`config.mk`:
```
export PLATFORM = sky130hd
export DESIGN_NAME = pi1r_respmux
export DESIGN_NICKNAME = d
export VERILOG_FILES = /design/src/rtl/pi1r_pkg.sv /design/src/rtl/perint_map_pkg.sv /design/src/rtl/pi1r_respmux.sv
export VERILOG_INCLUDE_DIRS = /design/src /design/src/rtl
export SDC_FILE = /design/constraint.sdc
export NUM_CORES = 1
export LEC_CHECK = 0
export ABC_AREA = 0
export BUFFER_PORTS_ARGS = -buffer_cell sky130_fd_sc_hd__buf_4
export CORE_MARGIN = 4
export CORE_UTILIZATION = 31
export DETAILED_ROUTE_END_ITERATION = 6
export GPL_TIMING_DRIVEN = 0
export PLACE_DENSITY_LB_ADDON = 0.25
export REMOVE_ABC_BUFFERS = 1
export SLEW_MARGIN = 20
export SYNTH_ARGS = -nofsm -noshare
export SYNTH_HDL_FRONTEND = slang
export SYNTH_SLANG_ARGS = --single-unit
```
`constraint.sdc`:
```
create_clock -name vclk -period 1
set_clock_uncertainty 0.1 [all_clocks]
set_input_delay 0.1 -clock vclk [all_inputs]
set_output_delay 0.1 -clock vclk [all_outputs]
set_load 0.02 [all_outputs]
```
`src/rtl/perint_defines.svh`:
```
// PerInt subsystem parameters
// bus geometry, memory banking, UART buffering and the address map
`ifndef PERINT_DEFINES_SVH
`define PERINT_DEFINES_SVH

// data path width in bits, and the word address left after dropping the byte offset
`define PI1R_ARCHBITSZ 32
`define PI1R_ADDRBITSZ 30
`define PI1R_SELBITSZ  4

// the memory is SMEM_BANK_COUNT banks of SMEM_BANK_WORDS words, 4 KB in total
`define SMEM_BANK_COUNT 4
`define SMEM_BANK_WORDS 256

// word addresses, so memory sits at byte 0x1000 and the UART in the two words below it
`define SMEM_BASE_WORD 'h400
`define UART_BASE_WORD 'h3FE

// depth of the UART transmit byte buffer
`define UART_BUFSZ 2

`endif

```
`src/rtl/pi1r_pkg.sv`:
```
// PerInt bus types
// operation code plus the request and response bundles shared by master and devices
`include "perint_defines.svh"

package pi1r_pkg;

	// encoding follows the PerInt op field, swap is a read-write that returns the old word
	typedef enum logic [1:0] {
		PI1R_OP_NONE  = 2'b00,
		PI1R_OP_WRITE = 2'b01,
		PI1R_OP_READ  = 2'b10,
		PI1R_OP_SWAP  = 2'b11
	} pi1r_op_e;

	// request from the master, held steady while op is not none
	// addr is a word address, sel picks the active byte lanes
	typedef struct packed {
		pi1r_op_e                    op;
		logic [`PI1R_ADDRBITSZ-1:0] addr;
		logic [`PI1R_ARCHBITSZ-1:0] data;
		logic [`PI1R_SELBITSZ-1:0]  sel;
	} pi1r_req_s;

	// response from a device
	// the transaction completes in the cycle rdy is high, and read data is valid then
	typedef struct packed {
		logic [`PI1R_ARCHBITSZ-1:0] data;
		logic                        rdy;
	} pi1r_rsp_s;

endpackage

```
`src/rtl/perint_map_pkg.sv`:
```
// PerInt address map types
// device index and the select that routes a response back to the master
`include "perint_defines.svh"

package perint_map_pkg;

	// devices on the bus, the invalid device catches every unmapped address
	typedef enum logic [1:0] {
		PI1R_DEV_UART    = 2'd0,
		PI1R_DEV_MEM     = 2'd1,
		PI1R_DEV_INVALID = 2'd2
	} pi1r_dev_e;

	// which device answers, and for memory which bank inside it
	// bank only means something when dev is the memory
	typedef struct packed {
		pi1r_dev_e                         dev;
		logic [$clog2(`SMEM_BANK_COUNT)-1:0] bank;
	} pi1r_devsel_s;

endpackage

```
`src/rtl/pi1r_respmux.sv`:
```
// PerInt response multiplexer
// hands the selected device's answer back to the master, the invalid device lives here
`timescale 1ns/1ps
`include "perint_defines.svh"

module pi1r_respmux (
	input  pi1r_pkg::pi1r_rsp_s          bank_rsp_i [`SMEM_BANK_COUNT],
	input  pi1r_pkg::pi1r_rsp_s          uart_rsp_i,
	input  perint_map_pkg::pi1r_devsel_s devsel_i,
	output pi1r_pkg::pi1r_rsp_s          rsp_o
);

	always_comb begin
		case (devsel_i.dev)
			perint_map_pkg::PI1R_DEV_MEM: begin
				rsp_o = bank_rsp_i[devsel_i.bank];
			end
			perint_map_pkg::PI1R_DEV_UART: begin
				rsp_o = uart_rsp_i;
			end
			default: begin
				// unmapped space completes in the same cycle and reads as zero
				rsp_o.data = '0;
				rsp_o.rdy  = 1'b1;
			end
		endcase
	end

endmodule

```
==> results_dict.tcl <==
set metrics [dict create \
    outcome "finished, violations left" \
    violations "negative setup slack" \
    rows 25 \
    worstMarginPinSlew_ns 0.302 \
    crit_path_start_kind "input pin" \
    ys_types 13 \
    dp_hpwl_um 6040 \
    vias 2191 \
    start_util 0.329 \
    cp.arrival_ns 1.16 \
    hold_slack_ns 0.523 \
    ys_seq_area_frac 0 \
    hold_violations 0 \
    grt_pass1_wl_um 11900 \
    crit_path_max_fanout 18 \
    hold_end "rsp_o[5]" \
    core_um2 4880 \
    grt_max_degree 34 \
    ys_warn_count 0 \
    finish.utilization 0.716 \
    clock.fmax_ghz 0.733 \
    netlist_area_um2 1610 \
    gp_congestion 0.792 \
    ant_nets 0 \
    period_minus_slack_ns 1.36 \
    syn_avg_cell_area_um2 10.5 \
    overflow 0 \
    power_mw 1.61 \
    grt.total_usage 0.235 \
    die-area_um2 6400 \
    min_path_cells 4 \
    synthTopCellsByArea "mux2i_1, o221ai_2, or3b_2" \
    hold_buffers 0 \
    dp_slack_ns -0.987 \
    drt_first_iter_violations 50 \
    finalMaxSlewViolations 0 \
    max-vdd-ir-drop_mv 0.311 \
    drtPass1Iterations 4 \
    num_antenna_cells 0 \
    grt_setup_unrepaired "true" \
    leakagePower_nw 1.75 \
    worst_slack_ns -0.364 \
    setup_violations 33 \
    post_drt_wl_per_cell_um 19.5 \
    multi_input_comb_area_um2 1510 \
    powerDensity_nw_per_um2 459 \
    clkbuf_count 0 \
    routed_wirelength_um 8150 \
    crit_path_end_kind "primary output" \
    syn2layout_area_growth_pct 118 \
    netlist_instances 153 \
    pin_count 202 \
    synth_top_area_share 0.399 \
    drive_gt1_frac 0.812 \
    synth.largest_area_cell "mux2i_1" \
    port_buffers 202 \
    regArea_um2 0 \
    nNetsFinal 522 \
    fin_crit_sh 1.36 \
    max_slew_margin 0.793 \
    grt_pass1_vias 2413 \
    ys_top_cells_by_count "mux2i_1, or3b_2, o221ai_2" \
    min_from "bank_rsp_i[104]" \
    yosysMostFrequentCell "mux2i_1" \
    antenna_found_initial 0 \
    crit_type "input pin to primary output" \
    vias_per_cell 5.24 \
    design.seq.count 0 \
    drc 0 \
    hold_class "input pin to primary output" \
    worstPathRequired_ns 0.80 \
    cap_violations 0 \
    die_x_um 80.0 \
    fillCellCount 390 \
    die_h_um 80.0 \
]
==> layer usage <==
metal / vias up / routed length (um) / GRT usage
li1: 1048 / - / -
met3: 16 / 716 / 0.0598
met4: 0 / 202 / 0.0439
met5: - / 0 / 0
met1: 1013 / 2760 / 0.250
met2: 114 / 4470 / 0.461
==> worst max-delay path: stages <==
cell      delay, ns
buf_8          0.10
or3b_4         0.44
buf_16         0.19
o221ai_2       0.15
buf_4          0.17
==> placed cells by master, fill, tap and decap left out <==
cell type	count
a211o_1	1
and2b_2	1
buf_12	2
buf_16	4
buf_4	190
buf_6	15
buf_8	4
bufbuf_16	3
mux2i_1	64
mux4_2	1
nand3b_1	1
o221ai_2	28
o221ai_4	4
or3b_2	31
or3b_4	2
==> timing repair <==
action | CTS | global route
setup endpoints to repair | 33 | 33
buffers inserted | 9 | 0
resized for setup | 27 | 11
pin swaps | 3 | 5
cloned | 3 | 0
==> how the worst max path moves through the flow <==
stage                            from        end  depth (start not counted)
after floorplan           devsel_i[3]  rsp_o[28]                          2
after global placement    devsel_i[2]  rsp_o[18]                          4
after detailed placement  devsel_i[1]   rsp_o[0]                          4
after CTS                 devsel_i[0]   rsp_o[2]                          5
after global routing      devsel_i[0]  rsp_o[28]                          5
final                     devsel_i[0]  rsp_o[18]                          5
==> power by group <==
group          total, mW  switching, mW  internal (mW)  leakage, nW
clock                  0              0              0            0
sequential             0              0              0            0
combinational       1.61          0.631          0.974         1.75
total               1.61          0.631          0.974         1.75
==> area by class of cell <==
class / count / share of cell area
tap: 67 / 0.0240
timing repair buffer: 218 / 0.545
multi-input combinational: 133 / 0.431
==> per-stage QoR <==
step	instance area, um2	TNS, ns	instances
floorplan	1450	-36.19	133
global placement	3050	-63.93	402
detailed placement	3110	-27.54	406
CTS	3420	-10.73	418
global route	3490	-12.09	418
finish	3490	-10.86	418
==> cells by family (layout without fill, tap and decap cells) <==
kind of cell	after synthesis	after routing	synth area share
AOI/OAI and AO/OA	33	33	0.297
and+or+nand+nor	35	35	0.190
buffers and inverters	20	218	0.100
muxes	65	65	0.413
Power figures use the tool's default switching activity.
