$ cat src/rtl/perint_defines.svh
// PerInt subsystem parameters
// bus geometry, memory banking, UART buffering and the address map
`ifndef PERINT_DEFINES_SVH
`define PERINT_DEFINES_SVH

// data path width in bits, and the word address left after dropping the byte offset
`define PI1R_ARCHBITSZ 32
`define PI1R_ADDRBITSZ 30
`define PI1R_SELBITSZ  4

// the memory is SMEM_BANK_COUNT banks of SMEM_BANK_WORDS words, 4 KB in total
`define SMEM_BANK_COUNT 4
`define SMEM_BANK_WORDS 256

// word addresses, so memory sits at byte 0x1000 and the UART in the two words below it
`define SMEM_BASE_WORD 'h400
`define UART_BASE_WORD 'h3FE

// depth of the UART transmit byte buffer
`define UART_BUFSZ 2

`endif

$ cat src/rtl/pi1r_pkg.sv
// PerInt bus types
// operation code plus the request and response bundles shared by master and devices
`include "perint_defines.svh"

package pi1r_pkg;

	// encoding follows the PerInt op field, swap is a read-write that returns the old word
	typedef enum logic [1:0] {
		PI1R_OP_NONE  = 2'b00,
		PI1R_OP_WRITE = 2'b01,
		PI1R_OP_READ  = 2'b10,
		PI1R_OP_SWAP  = 2'b11
	} pi1r_op_e;

	// request from the master, held steady while op is not none
	// addr is a word address, sel picks the active byte lanes
	typedef struct packed {
		pi1r_op_e                    op;
		logic [`PI1R_ADDRBITSZ-1:0] addr;
		logic [`PI1R_ARCHBITSZ-1:0] data;
		logic [`PI1R_SELBITSZ-1:0]  sel;
	} pi1r_req_s;

	// response from a device
	// the transaction completes in the cycle rdy is high, and read data is valid then
	typedef struct packed {
		logic [`PI1R_ARCHBITSZ-1:0] data;
		logic                        rdy;
	} pi1r_rsp_s;

endpackage

$ cat src/rtl/perint_map_pkg.sv
// PerInt address map types
// device index and the select that routes a response back to the master
`include "perint_defines.svh"

package perint_map_pkg;

	// devices on the bus, the invalid device catches every unmapped address
	typedef enum logic [1:0] {
		PI1R_DEV_UART    = 2'd0,
		PI1R_DEV_MEM     = 2'd1,
		PI1R_DEV_INVALID = 2'd2
	} pi1r_dev_e;

	// which device answers, and for memory which bank inside it
	// bank only means something when dev is the memory
	typedef struct packed {
		pi1r_dev_e                         dev;
		logic [$clog2(`SMEM_BANK_COUNT)-1:0] bank;
	} pi1r_devsel_s;

endpackage

$ cat src/rtl/pi1r_decode.sv
// PerInt address decoder
// routes the master request to one bank or the UART and reports which device answers
`timescale 1ns/1ps
`include "perint_defines.svh"

module pi1r_decode (
	input  pi1r_pkg::pi1r_req_s          req_i,
	output pi1r_pkg::pi1r_req_s          bank_req_o [`SMEM_BANK_COUNT],
	output pi1r_pkg::pi1r_req_s          uart_req_o,
	output perint_map_pkg::pi1r_devsel_s devsel_o
);

	localparam int BANK_AW    = $clog2(`SMEM_BANK_WORDS);
	localparam int BANK_BW    = $clog2(`SMEM_BANK_COUNT);
	localparam int MEM_WORDS  = `SMEM_BANK_COUNT * `SMEM_BANK_WORDS;
	localparam int UART_WORDS = 2;

	// word offsets relative to each region base
	logic [`PI1R_ADDRBITSZ-1:0] mem_off;
	logic [`PI1R_ADDRBITSZ-1:0] uart_off;
	logic                       mem_hit;
	logic                       uart_hit;
	logic                       op_active;

	// an address below a base wraps to a huge offset, so one unsigned compare per region
	// is enough to test both ends of the range
	assign mem_off   = req_i.addr - `PI1R_ADDRBITSZ'(`SMEM_BASE_WORD);
	assign uart_off  = req_i.addr - `PI1R_ADDRBITSZ'(`UART_BASE_WORD);
	assign mem_hit   = mem_off < `PI1R_ADDRBITSZ'(MEM_WORDS);
	assign uart_hit  = uart_off < `PI1R_ADDRBITSZ'(UART_WORDS);
	assign op_active = req_i.op != pi1r_pkg::PI1R_OP_NONE;

	// every bank sees the same in-bank offset, only the addressed one gets a live op
	always_comb begin
		for (int b = 0; b < `SMEM_BANK_COUNT; b++) begin
			bank_req_o[b]      = req_i;
			bank_req_o[b].addr = `PI1R_ADDRBITSZ'(mem_off[BANK_AW-1:0]);
			if (!(mem_hit && (mem_off[BANK_AW +: BANK_BW] == BANK_BW'(b)))) begin
				bank_req_o[b].op = pi1r_pkg::PI1R_OP_NONE;
			end
		end
	end

	// the UART only needs offset 0 or 1
	always_comb begin
		uart_req_o      = req_i;
		uart_req_o.addr = uart_off;
		if (!uart_hit) begin
			uart_req_o.op = pi1r_pkg::PI1R_OP_NONE;
		end
	end

	// an idle bus parks the select on bank 0, which keeps rdy low while it sees no op
	// otherwise the invalid device would answer an idle bus at once
	always_comb begin
		devsel_o.dev  = perint_map_pkg::PI1R_DEV_MEM;
		devsel_o.bank = '0;
		if (op_active) begin
			if (mem_hit) begin
				devsel_o.bank = mem_off[BANK_AW +: BANK_BW];
			end else if (uart_hit) begin
				devsel_o.dev = perint_map_pkg::PI1R_DEV_UART;
			end else begin
				devsel_o.dev = perint_map_pkg::PI1R_DEV_INVALID;
			end
		end
	end

endmodule

$ cat config.mk
export PLATFORM = sky130hd
export DESIGN_NAME = pi1r_decode
export DESIGN_NICKNAME = d
export VERILOG_FILES = /design/src/rtl/pi1r_pkg.sv /design/src/rtl/perint_map_pkg.sv /design/src/rtl/pi1r_decode.sv
export VERILOG_INCLUDE_DIRS = /design/src /design/src/rtl
export SDC_FILE = /design/constraint.sdc
export NUM_CORES = 1
export LEC_CHECK = 0
export BUFFER_PORTS_ARGS = -buffer_cell sky130_fd_sc_hd__buf_2
export CORE_AREA = 5 5 158 160
export DETAILED_ROUTE_END_ITERATION = 8
export DIE_AREA = 0 0 163 165
export MAX_ROUTING_LAYER = met4
export REMOVE_ABC_BUFFERS = 1
export SYNTH_ARGS = -nofsm -noshare
export SYNTH_HDL_FRONTEND = slang
export SYNTH_SLANG_ARGS = --single-unit
$ cat constraint.sdc
create_clock -name vclk -period 3.3
set_input_delay 0.33 -clock vclk [all_inputs]
set_output_delay 0.33 -clock vclk [all_outputs]
set_load 0.02 [all_outputs]
==> results <==
- The share of total power dissipated in combinational logic is 100.0%.
- After clock tree synthesis, the flow added hold-fix buffers numbering 0.
- Counting buffers and inverters, the worst setup path is 10 cells deep.
- The final weighted congestion in routability-driven placement is a little over 0.9.
- The largest fanout of any net on the critical path is 8.
- Cell internal power was estimated by the tool at roughly 0.073 mW.
- The total global routing overflow is 0.
- The overall power after layout is 0.321 mW.
- The library cells used most frequently in the layout, excluding fill and tap cells, are buf_2, conb_1, nor2_1.
- Buffers placed on the I/O ports in this run total 102.
- In this run the power density over the cells is approximately 140 nW/um^2.
- The number of core rows is 56.
- At the worst endpoint, the required time is ~3.0 ns.
- The largest stage delay on the critical path is 0.48 ns.
- During synthesis, Yosys emitted a total of 0 warnings.
- The startpoint type of the worst setup path is an input port.
- The clock buffer instance count of the final layout is 0.
- The register share of total power is 0%.
- The register cell area after layout is 0 um^2.
- The clock period could shrink to between 3 and 4 ns.
- For this run, design rule violations remaining after detail routing come to 0.
- The first detailed-routing pass ran for 4 iterations.
- The initial antenna violation count is 1.
- The first-pass GRT wire length is around 24000 um.
- Summed over all cells, the static leakage comes to 1.11 nW.
- In the routed layout, each cell is associated on average with a via count of between 3 and 4.
- The initial utilization of the core area, before any placement, comes to between 10% and 20%.
- The final count of negative-setup-slack endpoints is 0.
- The die covers roughly 27000 um^2.
- Dividing the detail-routed wire length by the instance count gives between 20 and 30 um.
- The min-delay analysis places its worst path in the category in2out.
- There are 0 flip-flops and latches.
- The final critical path takes up between 90 and 100% of the cycle.
- The largest vdd supply drop is 31.7 uV.
- The mapped netlist covers 3320 um^2.
- The slew of the pin with the lowest slew margin is between 0.5 and 0.6 ns.
- After detailed routing, the total wire length is 19700 um.
- The launch point of the worst hold path is req_i[12].
- STA classifies the critical path endpoint as an output pin.
- Entering global routing, the biggest net connects 14 pins.
- The hold violation total from the final report was 0.
- The via count of the first global-routing pass is 2052.
- Synthesis instantiated between 50 and 60 different standard cells from the library.
- The proportion of total power due to net switching is 77.2%.
- Synthesis produced between 400 and 500 cells.
- The critical path goes through buf_2 -> ha_1 -> nand2_2 -> o21a_1 -> a2111oi_1 -> nand4b_1 -> nor4b_4 -> nand4b_1 -> nor2b_4 -> buf_2.
- The final layout contains around 420 nets.
- The total global routing track utilization is approximately 14%.
- The class of the most critical setup path is in2out.
- Setup repair after global routing left no endpoint under its margin.
- The area inside the core boundary is roughly 23000 um^2.
- The die is about 170 um tall.
- The starting DRC count in detailed routing is between 150 and 200.
- The sequential-to-total area share from yosys stat is 0%.
- The total buffers and inverters traversed by the critical path is 2.
- The number of maximum-capacitance violations is 0.
- The library cell used most frequently in the layout, excluding fill and tap cells, is buf_2.
- The flow ran to the end, and the final reports show no timing, DRC or antenna violations.
- The endpoint arrival time on the critical path is about 2.7 ns.
- The number of top-level pins is a little over 400.
- Averaged over all synthesized cells, the footprint is roughly 7.3 um^2.
- The setup TNS is 0 ns.
- The half-perimeter wire length of the detailed placement result is about 18000 um.
- The switching power is 0.248 mW.
- The slowest cell on the critical path is a2111oi_1.
- The layout cell share with drive strength beyond 1 is around two fifths.
- The path with the worst hold slack has its endpoint at uart_req_o[12].
- Among cell families on the critical path, the largest total delay comes from simple AND/OR/NAND/NOR gates.
- The final antenna-violating net count is 0.
- The worst hold path cell count is 0.
- The clock network burns 0% of the power.
- The top achievable clock speed is ~0.33 GHz.
- The area added between synthesis and finish is -29.6%.
- The final count of pins violating max slew is 0.
- Measured along the x axis, the die boundary spans 163 um.
- The max-slew headroom at the worst pin is 59.9%.
- The routed layout has 2259 vias.
==> synthesized netlist by cell type (3+ instances only) <==
cell / instances / area share, %
o21ai_0: 6 / 0.91
nor2_1: 23 / 2.6
o31ai_1: 4 / 0.91
nand2_1: 14 / 1.6
nand3_1: 5 / 0.75
buf_4: 304 / 69
nor3_1: 8 / 1.2
nor3_2: 3 / 0.91
nand4b_1: 3 / 0.79
xor2_1: 15 / 4.0
and2_1: 3 / 0.57
nand4_1: 4 / 0.75
nand2b_1: 5 / 0.94
or4_1: 4 / 0.91
xnor2_1: 5 / 1.3
nor4_1: 3 / 0.57
inv_1: 3 / 0.34
==> layer usage <==
| metal | GRT usage (%) | wire length (um) | up-vias |
|---|---|---|---|
| met5 | - | 0 | - |
| met4 | 1.64 | 304 | 0 |
| met3 | 13.2 | 4550 | 20 |
| met2 | 21.0 | 8710 | 357 |
| met1 | 13.2 | 6160 | 1017 |
| li1 | - | - | 865 |
==> repair_timing <==
action,4_1_cts,5_1_grt
gates resized for setup,0,2
buffers inserted,0,0
setup endpoints to repair,0,3
==> stage by stage <==
stage	cell area (um^2)	hold WS, ns	std cells	setup slack, ns	util, %
floorplan	1350	0.660	233	0.797	-
global placement	2320	0.661	663	0.125	9.98
detailed placement	2320	0.661	663	0.0812	9.98
CTS	2320	0.661	663	0.0817	9.98
global route	2330	0.660	664	0.0636	10.0
finish	2340	0.660	666	0.247	10.0
==> power by group through the flow <==
stage | logic (mW) | registers, mW | clock network, mW
after floorplan | 0.170 | 0 | 0
after global placement | 0.322 | 0 | 0
after detailed placement | 0.322 | 0 | 0
after CTS | 0.323 | 0 | 0
after global routing | 0.348 | 0 | 0.0000000406
final | 0.321 | 0 | 0.000000138
==> cell type report <==
cell class	count	area, um^2
inverter	3	11.3
timing repair buffer	111	578
antenna	3	7.51
multi-input combinational	230	1340
tap	319	399
fill	2784	20900
==> kinds of logic (layout without fill, tap and decap cells) <==
group / after synthesis / in the layout / share of synthesized area [%]
buffers and inverters: 310 / 114 / 69.6
AOI/OAI and AO/OA: 21 / 21 / 4.75
muxes: 1 / 1 / 0.339
adders and majority gates: 1 / 1 / 0.377
xor gates and xnor gates: 20 / 20 / 5.28
and+or+nand+nor: 99 / 99 / 19.5
other: 1 / 91 / 0.113
==> how the worst max path moves through the flow <==
stage,slack [ns],start,end
floorplan,0.80,req_i[42],uart_req_o[66]
global placement,0.13,req_i[37],devsel_o[3]
detailed placement,0.08,req_i[37],devsel_o[3]
CTS,0.08,req_i[37],devsel_o[3]
global route,0.06,req_i[37],devsel_o[3]
finish,0.25,req_i[37],devsel_o[3]
Power figures use the tool's default switching activity.
