### config.mk
export PLATFORM = sky130hd
export DESIGN_NAME = uart_tx_sink
export DESIGN_NICKNAME = d
export VERILOG_FILES = /design/src/rtl/pi1r_pkg.sv /design/src/rtl/uart_tx_sink.sv
export VERILOG_INCLUDE_DIRS = /design/src /design/src/rtl
export SDC_FILE = /design/constraint.sdc
export NUM_CORES = 1
export LEC_CHECK = 0
export BUFFER_PORTS_ARGS = -buffer_cell sky130_fd_sc_hd__buf_2
export CELL_PAD_IN_SITES_DETAIL_PLACEMENT = 0
export CELL_PAD_IN_SITES_GLOBAL_PLACEMENT = 2
export CORE_MARGIN = 2
export CORE_UTILIZATION = 20
export CTS_CLUSTER_DIAMETER = 100
export DETAILED_ROUTE_END_ITERATION = 6
export HOLD_SLACK_MARGIN = 0.15
export PLACE_DENSITY = 0.79
export SYNTH_ARGS = -nofsm -noshare
export SYNTH_HDL_FRONTEND = slang
export SYNTH_SLANG_ARGS = --single-unit
export TNS_END_PERCENT = 1
### constraint.sdc
create_clock -name clk_i -period 2.89 [get_ports clk_i]
set_clock_uncertainty 0.1 [all_clocks]
set_input_delay 0.1445 -clock clk_i [delete_from_list [all_inputs] [get_ports clk_i]]
set_output_delay 0.1445 -clock clk_i [all_outputs]
set_load 0.02 [all_outputs]
### src/rtl/perint_defines.svh
// PerInt subsystem parameters
// bus geometry, memory banking, UART buffering and the address map
`ifndef PERINT_DEFINES_SVH
`define PERINT_DEFINES_SVH

// data path width in bits, and the word address left after dropping the byte offset
`define PI1R_ARCHBITSZ 32
`define PI1R_ADDRBITSZ 30
`define PI1R_SELBITSZ  4

// the memory is SMEM_BANK_COUNT banks of SMEM_BANK_WORDS words, 4 KB in total
`define SMEM_BANK_COUNT 4
`define SMEM_BANK_WORDS 256

// word addresses, so memory sits at byte 0x1000 and the UART in the two words below it
`define SMEM_BASE_WORD 'h400
`define UART_BASE_WORD 'h3FE

// depth of the UART transmit byte buffer
`define UART_BUFSZ 2

`endif

### src/rtl/pi1r_pkg.sv
// PerInt bus types
// operation code plus the request and response bundles shared by master and devices
`include "perint_defines.svh"

package pi1r_pkg;

	// encoding follows the PerInt op field, swap is a read-write that returns the old word
	typedef enum logic [1:0] {
		PI1R_OP_NONE  = 2'b00,
		PI1R_OP_WRITE = 2'b01,
		PI1R_OP_READ  = 2'b10,
		PI1R_OP_SWAP  = 2'b11
	} pi1r_op_e;

	// request from the master, held steady while op is not none
	// addr is a word address, sel picks the active byte lanes
	typedef struct packed {
		pi1r_op_e                    op;
		logic [`PI1R_ADDRBITSZ-1:0] addr;
		logic [`PI1R_ARCHBITSZ-1:0] data;
		logic [`PI1R_SELBITSZ-1:0]  sel;
	} pi1r_req_s;

	// response from a device
	// the transaction completes in the cycle rdy is high, and read data is valid then
	typedef struct packed {
		logic [`PI1R_ARCHBITSZ-1:0] data;
		logic                        rdy;
	} pi1r_rsp_s;

endpackage

### src/rtl/uart_tx_sink.sv
// UART transmit device
// bus writes fill a small byte FIFO that drains through a valid/ready stream
`timescale 1ns/1ps
`include "perint_defines.svh"

module uart_tx_sink (
	input  logic                clk_i,
	input  logic                rst_n_i,
	input  pi1r_pkg::pi1r_req_s req_i,
	output pi1r_pkg::pi1r_rsp_s rsp_o,
	output logic [7:0]          tx_data_o,
	output logic                tx_valid_o,
	input  logic                tx_ready_i
);

	localparam int DEPTH = `UART_BUFSZ;
	localparam int PW    = (DEPTH > 1) ? $clog2(DEPTH) : 1;
	localparam int CW    = $clog2(DEPTH + 1);

	logic [7:0]    buf_q [DEPTH];
	logic [PW-1:0] wr_ptr_q;
	logic [PW-1:0] rd_ptr_q;
	logic [CW-1:0] count_q;

	logic          op_active;
	logic          tx_write;
	logic          full;
	logic          push;
	logic          pop;
	logic [7:0]    wr_byte;

	assign op_active = req_i.op != pi1r_pkg::PI1R_OP_NONE;
	assign full      = count_q == CW'(DEPTH);

	// a swap to offset 0 also sends its byte, writes to offset 1 are dropped
	assign tx_write = ((req_i.op == pi1r_pkg::PI1R_OP_WRITE) ||
		(req_i.op == pi1r_pkg::PI1R_OP_SWAP)) && !req_i.addr[0];
	assign push     = tx_write && !full;
	assign pop      = tx_valid_o && tx_ready_i;

	// the byte comes from the lowest enabled lane, walking down so the lowest one wins
	always_comb begin
		wr_byte = req_i.data[7:0];
		for (int b = `PI1R_SELBITSZ - 1; b >= 0; b--) begin
			if (req_i.sel[b]) begin
				wr_byte = req_i.data[b*8 +: 8];
			end
		end
	end

	always_ff @(posedge clk_i) begin
		if (!rst_n_i) begin
			wr_ptr_q <= '0;
			rd_ptr_q <= '0;
			count_q  <= '0;
		end else begin
			if (push) begin
				wr_ptr_q <= (wr_ptr_q == PW'(DEPTH - 1)) ? '0 : wr_ptr_q + 1'b1;
			end
			if (pop) begin
				rd_ptr_q <= (rd_ptr_q == PW'(DEPTH - 1)) ? '0 : rd_ptr_q + 1'b1;
			end
			case ({push, pop})
				2'b10:   count_q <= count_q + 1'b1;
				2'b01:   count_q <= count_q - 1'b1;
				default: count_q <= count_q;
			endcase
		end
	end

	always_ff @(posedge clk_i) begin
		if (push) begin
			buf_q[wr_ptr_q] <= wr_byte;
		end
	end

	assign tx_data_o  = buf_q[rd_ptr_q];
	assign tx_valid_o = count_q != '0;

	// a byte write waits for a free slot, everything else completes at once
	// offset 1 reads back the free slot count, offset 0 reads zero
	assign rsp_o.rdy  = op_active && !(tx_write && full);
	assign rsp_o.data = req_i.addr[0] ? `PI1R_ARCHBITSZ'(CW'(DEPTH) - count_q) : '0;

endmodule

==> flow_metrics.py <==
metrics = {
    "run_status": {
        "status": "complete, no violations",
    },
    "hold_path": {
        "whs_endpoint": "buf_q[0][1]$_DFFE_PP_",
        "worstHoldStart": "req_i[5]",
        "hold_depth": 3,
        "min_path_type": "in -> reg",
    },
    "drt": {
        "wire_per_inst_um": 11.54,
        "drc": 0,
        "wl_um": 3034,
        "wl_met2_um": 1550,
        "met3_length_um": 87,
        "dr.pass1.iters": 4,
        "drt_iter0_drc": 59,
        "ant_nets": 0,
        "met1Wirelength_um": 1374,
        "routed.top_layer": "met4",
        "via_per_inst": 4.008,
        "vias": 1054,
    },
    "placement": {
        "place_inst": 258,
        "hpwl_um": 2504,
        "gp_congestion": 0.7170,
        "portBuffers": 83,
    },
    "pwr": {
        "p_int_uw": 620.0,
        "seqPwrFrac_pct": 42.4,
        "clockPowerShare_pct": 19.6,
        "power_density_nw_per_um2": 557.9,
        "swShare_pct": 33.81,
        "power.total_uw": 936.7,
        "power.switching_uw": 316.7,
        "irDropWorstVdd_uv": 148.1,
        "pwr-share-comb_pct": 37.9,
        "leakagePower_uw": 0.0007932,
    },
    "sta": {
        "fin_crit_sh_pct": 75.61,
        "worst_pin_slew_ns": 0.6203,
        "fin_crit_ns": 2.185,
        "rsz0062_at_grt": "false",
        "final-setup-viol-count": 0,
        "fmax_mhz": 457.6,
        "slew_violations": 0,
        "slew-limit-headroom_pct": 58.65,
        "fin_tns_setup_ns": 0,
        "final-hold-violation-count": 0,
    },
    "yosys": {
        "synth_edf_count": 16,
        "synthTopCellsByCount": "29 x buf_4, 16 x edfxtp_1, 13 x nor2_1, 8 x mux2_2",
        "synth_cell_type_count": 29,
        "synth_cells": 130,
        "async_flop_share_pct": 0,
        "synth_area_leaders": "edfxtp_1 36%, buf_4 16%, dfxtp_1 7.5%, mux2_2 6.7%, o32ai_1 4.6%",
        "ys_seq_area_share_pct": 43.41,
        "syn_avg_cell_area_um2": 10.29,
        "syn-cell-area_um2": 1338,
        "syn_nets": 205,
        "synth.top_cell.area_share_pct": 35.92,
        "synthFlopType": "edfxtp_1",
        "yosys_warnings": 0,
        "ys_ff_latch": 21,
        "synth.largest_area_cell": "edfxtp_1",
        "yosysMostFrequentCell": "buf_4",
    },
    "layout": {
        "nFillCells": 687,
        "drive_above_1_share_pct": 51.61,
        "n_antenna_cell": 0,
        "area_growth_pct": 25.54,
        "instances_no_fill": 263,
        "final_nets": 262,
        "post-route-util_pct": 26.14,
    },
    "die": {
        "dieArea_um2": 7358,
        "die_h_um": 85.78,
        "start_util_pct": 20.83,
        "core_um2": 6422,
        "io_pins": 113,
        "die_w_um": 85.78,
        "rows": 29,
    },
    "clock_tree": {
        "cts_resized": 0,
        "clk-insertion-delay-late_ns": 0.25,
        "cts_tree": "done",
        "cts_sinks": 21,
        "postCtsSetupBuffers": 0,
        "root_buffer": "clkbuf_8",
        "cts.htree.levels": 1,
        "clk_pin_slew_ns": 0.07,
        "holdBufCountCts": 1,
        "cts_buffers": 3,
        "clock_path_buffers": 2,
    },
    "global_route": {
        "grt_remaining_overflow": 0,
        "grt_max_degree": 31,
        "grt_pass1_wl_um": 4650,
        "grt_pass1_vias": 999,
        "grt_use_total_pct": 8.011,
        "antenna_found_initial": 0,
    },
    "critical_path": {
        "path_class": "reg -> reg",
        "worstPathRequired_ns": 2.97,
        "crit_arrival_ns": 2.27,
        "cp-start-kind": "register",
        "reg2reg_depth": 6,
        "end_kind": "register",
        "r2r_slack_ns": 0.70,
        "regToRegStartpoint": "count_q[0]$_SDFFE_PN0P_",
        "cp_max_fo": 4,
        "timing.rr.end": "count_q[1]$_SDFFE_PN0P_",
    },
    "flow_run": {
        "cap_violations": 0,
    },
}
-- metal layers --
metal	up-vias	track usage (%)
met2	24	13.71
met4	0	3.463
met1	483	10.27
met5	-	0
met3	3	0.7700
li1	544	-
-- worst max-delay path by stage --
stage,to,startpoint
after floorplan,count_q[1]$_SDFFE_PN0P_,count_q[0]$_SDFFE_PN0P_
after global placement,count_q[1]$_SDFFE_PN0P_,count_q[0]$_SDFFE_PN0P_
after detailed placement,count_q[1]$_SDFFE_PN0P_,count_q[0]$_SDFFE_PN0P_
after CTS,count_q[1]$_SDFFE_PN0P_,count_q[0]$_SDFFE_PN0P_
after global routing,count_q[1]$_SDFFE_PN0P_,count_q[0]$_SDFFE_PN0P_
final,count_q[1]$_SDFFE_PN0P_,count_q[0]$_SDFFE_PN0P_
-- through the flow --
| stage | hold slack [ns] | setup slack [ns] | cell area (um^2) |
|---|---|---|---|
| CTS | 0.2089 | 0.6780 | 1679 |
| global route | 0.2223 | 0.6023 | 1679 |
| finish | 0.2135 | 0.7049 | 1679 |
| floorplan | 0.1620 | 0.8331 | 1338 |
| global placement | 0.3108 | 0.7139 | 1624 |
| detailed placement | 0.3079 | 0.6732 | 1624 |
-- kinds of logic after synthesis --
logic type	share of synthesized area, %
buffers and inverters	19.64
and+or+nand+nor	13.00
DFF	43.41
AOI/OAI and AO/OA	10.76
muxes	7.484
adders and majority gates	3.742
xor gates and xnor gates	1.965
-- flip-flops by register name, summed over array words and instances (netlist names), named ones only --
signal / count
buf_q: 16
count_q: 2
rd_ptr_q: 1
wr_ptr_q: 1
-- critical path, stage by stage, from the launching register on --
cell,delay (ns)
dfxtp_1,0.40
inv_1,0.10
ha_1,0.21
or3b_1,0.41
ha_1,0.35
or3_1,0.37
a21boi_0,0.16
-- power groups by stage --
stage	Sequential [uW]	Combinational, uW	Clock (uW)
final	398	355	184
after detailed placement	406	360	0
after global placement	405	356	0
after floorplan	388	274	0
after CTS	400	362	186
after global routing	404	394	198
-- cell usage in the layout (no fill, tap or decap), drive strengths merged, types with 2 or more instances in the layout --
| cell | Yosys | final |
|---|---|---|
| buf | 32 | 85 |
| edfxtp | 16 | 16 |
| nor2 | 13 | 13 |
| mux2 | 8 | 8 |
| o32ai | 7 | 7 |
| o22ai | 7 | 7 |
| nor3 | 7 | 7 |
| inv | 5 | 5 |
| and2 | 5 | 5 |
| dfxtp | 5 | 5 |
| ha | 4 | 4 |
| clkbuf | 2 | 4 |
| or2b | 2 | 2 |
| or3 | 2 | 2 |
| xnor2 | 2 | 2 |
-- final cells by class --
type	instances	area, um^2	share of cell area, %
clock buffer	4	45.04	2.683
multi-input combinational	69	494.2	29.43
inverter	6	22.52	1.341
tap	77	96.34	5.738
timing repair buffer	86	440.4	26.23
sequential	21	580.6	34.58
Power figures use the tool's default switching activity.
